--- config.mk ---
export PLATFORM = sky130hd
export DESIGN_NAME = dinoGameTop
export DESIGN_NICKNAME = d
export VERILOG_FILES = /design/src/hw/dinoPkg.sv /design/src/hw/dinoGameTop.sv /design/src/hw/dinoJump.sv /design/src/hw/frameTimer.sv /design/src/hw/gameStateCtrl.sv /design/src/hw/obstacleScroll.sv
export SDC_FILE = /design/constraint.sdc
export NUM_CORES = 1
export LEC_CHECK = 0
export ABC_AREA = 1
export ABC_CLOCK_PERIOD_IN_PS = 5750
export BUFFER_PORTS_ARGS = -buffer_cell sky130_fd_sc_hd__buf_2
export CAP_MARGIN = 0
export CORE_MARGIN = 1.5
export CORE_UTILIZATION = 45
export CTS_BUF_LIST = sky130_fd_sc_hd__clkbuf_8 sky130_fd_sc_hd__clkbuf_16
export CTS_CLUSTER_DIAMETER = 30
export DETAILED_ROUTE_END_ITERATION = 12
export SYNTH_ARGS = -nofsm -noshare
export SYNTH_HDL_FRONTEND = slang
export SYNTH_SLANG_ARGS = --single-unit
--- constraint.sdc ---
create_clock -name clk -period 5.75 [get_ports clk]
set_input_delay 0.575 -clock clk [delete_from_list [all_inputs] [get_ports clk]]
set_output_delay 0.575 -clock clk [all_outputs]
set_load 0.1 [all_outputs]
--- src/hw/dinoPkg.sv ---
`default_nettype none

package dinoPkg;

  // ================================================
  // game phase
  // ================================================
  typedef enum logic [1:0] {
    IDLE = 2'd0,
    RUN  = 2'd1,
    WIN  = 2'd2,
    OVER = 2'd3
  } gameState_t;

  // ================================================
  // playfield geometry
  // ================================================
  localparam logic [7:0] floorY       = 8'd101;  // dino height when standing
  localparam logic [7:0] dinoX        = 8'd16;   // left column of the dino
  localparam logic [7:0] dinoWidth    = 8'd8;
  localparam logic [7:0] cactusHeight = 8'd12;   // above the floor
  localparam logic [7:0] screenRight  = 8'd159;  // cactus spawn column

  // jump launch
  localparam logic [7:0] launchV      = 8'd10;   // starting upward speed
  localparam logic [7:0] launchStep   = 8'd11;   // extra height in the launch cycle

endpackage

`default_nettype wire

--- src/hw/dinoGameTop.sv ---
`timescale 1ns/1ps
`default_nettype none

module dinoGameTop #(
  parameter int tickCycles = 400000,  // clock cycles per physics step
  parameter int holdCycles = 300000,  // button hold before a jump
  parameter int winScore   = 10
) (
  input  wire                 clk,
  input  wire                 nRst,
  input  wire                 button,
  input  wire                 restart,
  input  wire                 drawDone,
  output dinoPkg::gameState_t gameState,
  output logic [7:0]          dinoY,
  output logic [7:0]          dinoV,
  output logic                dinoMoved,
  output logic                jumpGood,
  output logic [7:0]          cactusX,
  output logic [7:0]          score
);

  logic tick;  // shared step for dino and cactus

  gameStateCtrl #(.winScore(winScore)) gameStateCtrl_inst (
    .clk(clk),
    .nRst(nRst),
    .button(button),
    .restart(restart),
    .dinoY(dinoY),
    .cactusX(cactusX),
    .score(score),
    .gameState(gameState)
  );

  frameTimer #(.tickCycles(tickCycles)) frameTimer_inst (
    .clk(clk),
    .nRst(nRst),
    .gameState(gameState),
    .tick(tick)
  );

  dinoJump #(.holdCycles(holdCycles)) dinoJump_inst (
    .clk(clk),
    .nRst(nRst),
    .button(button),
    .gameState(gameState),
    .tick(tick),
    .drawDone(drawDone),
    .dinoY(dinoY),
    .dinoV(dinoV),
    .jumpGood(jumpGood),
    .dinoMoved(dinoMoved)
  );

  obstacleScroll obstacleScroll_inst (
    .clk(clk),
    .nRst(nRst),
    .gameState(gameState),
    .tick(tick),
    .cactusX(cactusX),
    .score(score)
  );

endmodule

`default_nettype wire

--- src/hw/dinoJump.sv ---
`timescale 1ns/1ps
`default_nettype none

module dinoJump #(
  parameter int holdCycles = 300000
) (
  input  wire                     clk,
  input  wire                     nRst,
  input  wire                     button,
  input  var dinoPkg::gameState_t gameState,
  input  wire                     tick,
  input  wire                     drawDone,
  output logic [7:0]              dinoY,
  output logic [7:0]              dinoV,
  output logic                    jumpGood,
  output logic                    dinoMoved
);

  localparam int holdW = (holdCycles > 1) ? $clog2(holdCycles) : 1;

  logic [holdW-1:0] holdCnt;
  logic [holdW-1:0] holdCntNext;
  logic             launch;
  logic             onFloor;
  logic [7:0]       fallY;
  logic [7:0]       dinoYNext;
  logic [7:0]       dinoVNext;
  logic             movedNext;

  assign onFloor = (dinoY == dinoPkg::floorY);
  assign fallY   = dinoY + dinoV;  // dinoV is two's complement

  // ================================================
  // button hold filter
  // ================================================
  always_comb begin
    holdCntNext = '0;
    launch      = 1'b0;
    if (gameState == dinoPkg::RUN && button) begin
      if (holdCnt == holdW'(holdCycles - 1)) begin
        launch = 1'b1;  // count restarts from zero
      end else begin
        holdCntNext = holdCnt + 1'b1;
      end
    end
  end

  assign jumpGood = launch && onFloor;  // only a grounded dino may jump

  // ================================================
  // height and vertical speed
  // ================================================
  always_comb begin
    dinoYNext = dinoY;
    dinoVNext = dinoV;
    case (gameState)
      dinoPkg::IDLE: begin
        dinoYNext = dinoPkg::floorY;
        dinoVNext = 8'd0;
      end
      dinoPkg::RUN: begin
        if (jumpGood) begin
          dinoYNext = dinoY + dinoPkg::launchStep;
          dinoVNext = dinoPkg::launchV;
        end else if (tick && !onFloor) begin
          dinoYNext = fallY;
          // landing stops the fall, otherwise gravity pulls one step
          dinoVNext = (fallY == dinoPkg::floorY) ? 8'd0 : dinoV - 8'd1;
        end
      end
      default: begin  // WIN and OVER hide the dino
        dinoYNext = 8'd0;
        dinoVNext = 8'd0;
      end
    endcase
  end

  // redraw request where a fresh move beats drawDone
  always_comb begin
    if (dinoYNext != dinoY) begin
      movedNext = 1'b1;
    end else if (drawDone) begin
      movedNext = 1'b0;
    end else begin
      movedNext = dinoMoved;
    end
  end

  always_ff @(posedge clk, negedge nRst) begin
    if (!nRst) begin
      holdCnt   <= '0;
      dinoY     <= dinoPkg::floorY;
      dinoV     <= 8'd0;
      dinoMoved <= 1'b0;
    end else begin
      holdCnt   <= holdCntNext;
      dinoY     <= dinoYNext;
      dinoV     <= dinoVNext;
      dinoMoved <= movedNext;
    end
  end

endmodule

`default_nettype wire

--- src/hw/frameTimer.sv ---
`timescale 1ns/1ps
`default_nettype none

module frameTimer #(
  parameter int tickCycles = 400000
) (
  input  wire                     clk,
  input  wire                     nRst,
  input  var dinoPkg::gameState_t gameState,
  output logic                    tick
);

  localparam int cntW = (tickCycles > 1) ? $clog2(tickCycles) : 1;

  logic [cntW-1:0] count;
  logic            running;

  assign running = (gameState == dinoPkg::RUN);
  assign tick    = running && (count == cntW'(tickCycles - 1));  // last cycle of the period

  always_ff @(posedge clk, negedge nRst) begin
    if (!nRst) begin
      count <= '0;
    end else if (!running || tick) begin
      count <= '0;  // parked outside RUN, wraps after a tick
    end else begin
      count <= count + 1'b1;
    end
  end

endmodule

`default_nettype wire

--- src/hw/gameStateCtrl.sv ---
`timescale 1ns/1ps
`default_nettype none

module gameStateCtrl #(
  parameter int winScore = 10
) (
  input  wire                       clk,
  input  wire                       nRst,
  input  wire                       button,
  input  wire                       restart,
  input  wire  [7:0]                dinoY,
  input  wire  [7:0]                cactusX,
  input  wire  [7:0]                score,
  output dinoPkg::gameState_t       gameState
);

  dinoPkg::gameState_t stateNext;

  logic inColumns;
  logic lowEnough;
  logic hit;
  logic won;

  // ================================================
  // hit box and win target
  // ================================================
  assign inColumns = (cactusX >= dinoPkg::dinoX) &&
                     (cactusX < 8'(dinoPkg::dinoX + dinoPkg::dinoWidth));
  assign lowEnough = (dinoY < 8'(dinoPkg::floorY + dinoPkg::cactusHeight));
  assign hit       = inColumns && lowEnough;
  assign won       = (score == 8'(winScore));

  // ================================================
  // phase FSM
  // ================================================
  always_comb begin
    stateNext = gameState;
    case (gameState)
      dinoPkg::IDLE: begin
        if (button) begin
          stateNext = dinoPkg::RUN;
        end
      end
      dinoPkg::RUN: begin
        if (hit) begin
          stateNext = dinoPkg::OVER;  // a crash outranks the score
        end else if (won) begin
          stateNext = dinoPkg::WIN;
        end
      end
      dinoPkg::WIN, dinoPkg::OVER: begin
        if (restart) begin
          stateNext = dinoPkg::IDLE;
        end
      end
      default: begin
        stateNext = dinoPkg::IDLE;
      end
    endcase
  end

  always_ff @(posedge clk, negedge nRst) begin
    if (!nRst) begin
      gameState <= dinoPkg::IDLE;
    end else begin
      gameState <= stateNext;
    end
  end

endmodule

`default_nettype wire

--- src/hw/obstacleScroll.sv ---
`timescale 1ns/1ps
`default_nettype none

module obstacleScroll (
  input  wire                     clk,
  input  wire                     nRst,
  input  var dinoPkg::gameState_t gameState,
  input  wire                     tick,
  output logic [7:0]              cactusX,
  output logic [7:0]              score
);

  logic [7:0] cactusXNext;
  logic [7:0] scoreNext;

  always_comb begin
    cactusXNext = cactusX;  // WIN and OVER freeze the field
    scoreNext   = score;
    case (gameState)
      dinoPkg::IDLE: begin
        cactusXNext = dinoPkg::screenRight;
        scoreNext   = 8'd0;
      end
      dinoPkg::RUN: begin
        if (tick) begin
          if (cactusX == 8'd0) begin
            cactusXNext = dinoPkg::screenRight;  // respawn at the right edge
            scoreNext   = score + 8'd1;          // one more cactus cleared
          end else begin
            cactusXNext = cactusX - 8'd1;
          end
        end
      end
      default: begin
        cactusXNext = cactusX;
        scoreNext   = score;
      end
    endcase
  end

  always_ff @(posedge clk, negedge nRst) begin
    if (!nRst) begin
      cactusX <= dinoPkg::screenRight;
      score   <= 8'd0;
    end else begin
      cactusX <= cactusXNext;
      score   <= scoreNext;
    end
  end

endmodule

`default_nettype wire
==> impl_metrics.ini <==
[outcome]
outcome = completed

[yosys]
synth_top_family_by_area = simple AND/OR/NAND/NOR gates
synthMuxAreaShare_pct = 0
synthTopCellsByCount = nand2_1 (130), nor2_1 (74), inv_1 (69)
synthTopCellsByArea = dfrtp_1 (34%), nand2_1 (11%), nor2_1 (6.1%)
synth_nets = 632
syn_inst = 610
synthAdderAreaFrac_pct = 4.809
yosysSeqAreaShare_pct = 40.16
synth-edff-count = 0
netlist.area_leader.share_pct = 34.43
synth_xor_area_share_pct = 3.825
ys_warn_count = 0
synth_area_um2 = 4579
synthMostInstantiatedCell = nand2_1
synth_compound_area_share_pct = 9.617
synth_cell_type_count = 41
avgSynthCellArea_um2 = 7.507
synth_top_cell_by_area = dfrtp_1
synth_ff_type = dfrtp_1
yosys.area_share.simple_pct = 33.77
async_reset_ff_share_pct = 100.0
synth-seq-cells = 73

[final_layout]
area_delta_synth_final_pct = 11.39
drive_gt1_share_pct = 17.85
num_antenna_cells = 0
layout.nets = 678

[clock_network]
cts-htree-levels = 3
numCtsBuffers = 9
cts_tree = yes
path_clk_slew_ns = 0.08
cts.sinks = 73
ctsHoldBuffers = 0
cts-root-buf = clkbuf_8
post_cts_buffers = 0
cts_resized = 0
clk_latency_ns = 0.36
cts_buffer_depth = 2

[floorplanning]
fp.dieW_um = 103.9
rows = 36
fp.coreArea_um2 = 9819
die_h_um = 103.9
io_pins = 41
die_area_um2 = 10790
start_util_pct = 46.64

[pwr]
power_per_cell_area_nw_per_um2 = 397.6
leakage_uw = 0.002472
fin_total_pwr_uw = 2028
ir_drop_uv = 385.6

[detailed_routing]
routed_wl_um = 10250
first_pass_iters = 5
antenna_left = 0
drtIter0Drc = 225
viasPerCell = 5.074
wire_per_inst_um = 12.91
route.detailed.drc = 0
num_vias = 4029

[critical_path]
required_ns = 5.18
worstSetupEndpointType = output pin
critPathKind = flip-flop to output pin
startpoint_type = flip-flop
critPathArrivalTime_ns = 2.36
crit_path_max_fanout = 9

[placed_design]
hpwl_um = 7502
gp_congestion = 0.8592
port_buffers = 40

[global_route]
grt_pass1_vias = 3752
grt_overflow = 0
grt_first_pass_wirelength_um = 17870
grt_util_all_layers_pct = 20.25
antenna_found_initial = 0
grt_max_degree = 74

[timing]
worstMarginPinSlew_ns = 0.9316
rsz0062_at_grt = false
setup_viol = 0
whs_ns = 0.3369
fin_skew_ns = 0.008905
fmax_mhz = 340.6
fin_crit_ns = 2.936
finalHoldViolations = 0
slew_violations = 0
fin_crit_sh_pct = 51.05
fin_tns_setup_ns = 0
slew_headroom_pct = 37.89

[min_path]
worst_hold_path_type = input port to async pin

[job]
drv_cap = 0
==> critical path, stage by stage, from the launching register on <==
cell and delay (ns):
dfstp_2 0.61, ha_1 0.16, nand2_1 0.05, nor2_1 0.20
nand3_4 0.17, nor2_2 0.16, nand3_4 0.13, inv_2 0.10
buf_2 0.42
==> layout by cell type (no fill, tap or decap), drive strengths merged <==
cell type / netlist / layout
nor3b: 1 / 1
clkinvlp: 0 / 1
fa: 1 / 1
and3: 2 / 2
nand3b: 3 / 3
o211ai: 1 / 1
nor2: 89 / 89
o21a: 6 / 6
nor4: 4 / 4
a21oi: 32 / 32
buf: 1 / 40
inv: 89 / 90
nand3: 45 / 45
xor2: 14 / 14
or2: 3 / 3
dfrtp: 63 / 63
a31oi: 6 / 6
nor3: 23 / 23
clkinv: 1 / 5
nand4: 20 / 20
o22ai: 3 / 3
xnor2: 6 / 6
o21ai: 28 / 28
clkbuf: 4 / 10
dfstp: 10 / 10
o21bai: 2 / 2
ha: 16 / 16
a311oi: 1 / 1
o31ai: 1 / 1
nand2: 135 / 135
==> flip-flops by register name, summed over array words and instances (netlist names) <==
name                          flops
dinoJump_inst.holdCnt            19
gameStateCtrl_inst.gameState      2
dinoJump_inst.dinoMoved           1
obstacleScroll_inst.score         8
frameTimer_inst.count            19
dinoJump_inst.dinoV               8
obstacleScroll_inst.cactusX       8
dinoJump_inst.dinoY               8
==> per-layer routing <==
metal | track usage (%) | vias to the layer above | wire length (um)
met2 | 31.79 | 72 | 4655
met5 | 0 | - | 0
li1 | - | 2087 | -
met1 | 28.18 | 1863 | 5118
met4 | 5.060 | 0 | 82
met3 | 4.825 | 7 | 393
==> through the flow <==
stage | instance area (um^2) | util [%] | std cells | setup slack (ns)
2_1_floorplan | 4579 | - | 610 | 2.845
3_3_place_gp | 4928 | 50.19 | 778 | 3.219
3_5_place_dp | 4928 | 50.19 | 778 | 3.177
4_1_cts | 5101 | 51.95 | 794 | 2.795
5_1_grt | 5101 | 51.95 | 794 | 2.610
6_report | 5101 | 51.95 | 794 | 2.814
==> where the power goes <==
part	internal [uW]	switching (uW)	leakage (uW)
Combinational	221	786	0.00141
Sequential	587	70.3	0.000970
Clock	165	198	0.0000932
==> cell type report <==
type,instances,area [um^2]
clock inverter,6,35.03
timing repair buffer,40,202.7
tap,133,166.4
clock buffer,10,137.6
multi-input combinational,442,2382
sequential,73,1839
fill,1014,4718
inverter,90,337.8
==> cells by family (layout without fill, tap and decap cells) <==
logic type | after synthesis | in the layout
AO/OA/AOI/OAI | 80 | 80
XOR/XNOR | 20 | 20
buffers and inverters | 95 | 146
flip-flops | 73 | 73
adder cells (fa/ha/maj) | 17 | 17
AND/OR/NAND/NOR | 325 | 325
==> worst paths after layout <==
path	from	end	slack (ns)	cells after the start
max in group asynchronous	nRst	dinoJump_inst.dinoY[3]	4.80	1
min in group clk	frameTimer_inst.count[0]	frameTimer_inst.count[0]	0.46	1
max	dinoJump_inst.dinoY[0]	jumpGood	2.81	8
max reg2reg	dinoJump_inst.dinoY[0]	dinoJump_inst.dinoV[5]	3.13	10
min	nRst	frameTimer_inst.count[10]	0.34	1
min reg2reg	frameTimer_inst.count[0]	frameTimer_inst.count[0]	0.46	1
(Power assumes the default switching activity.)
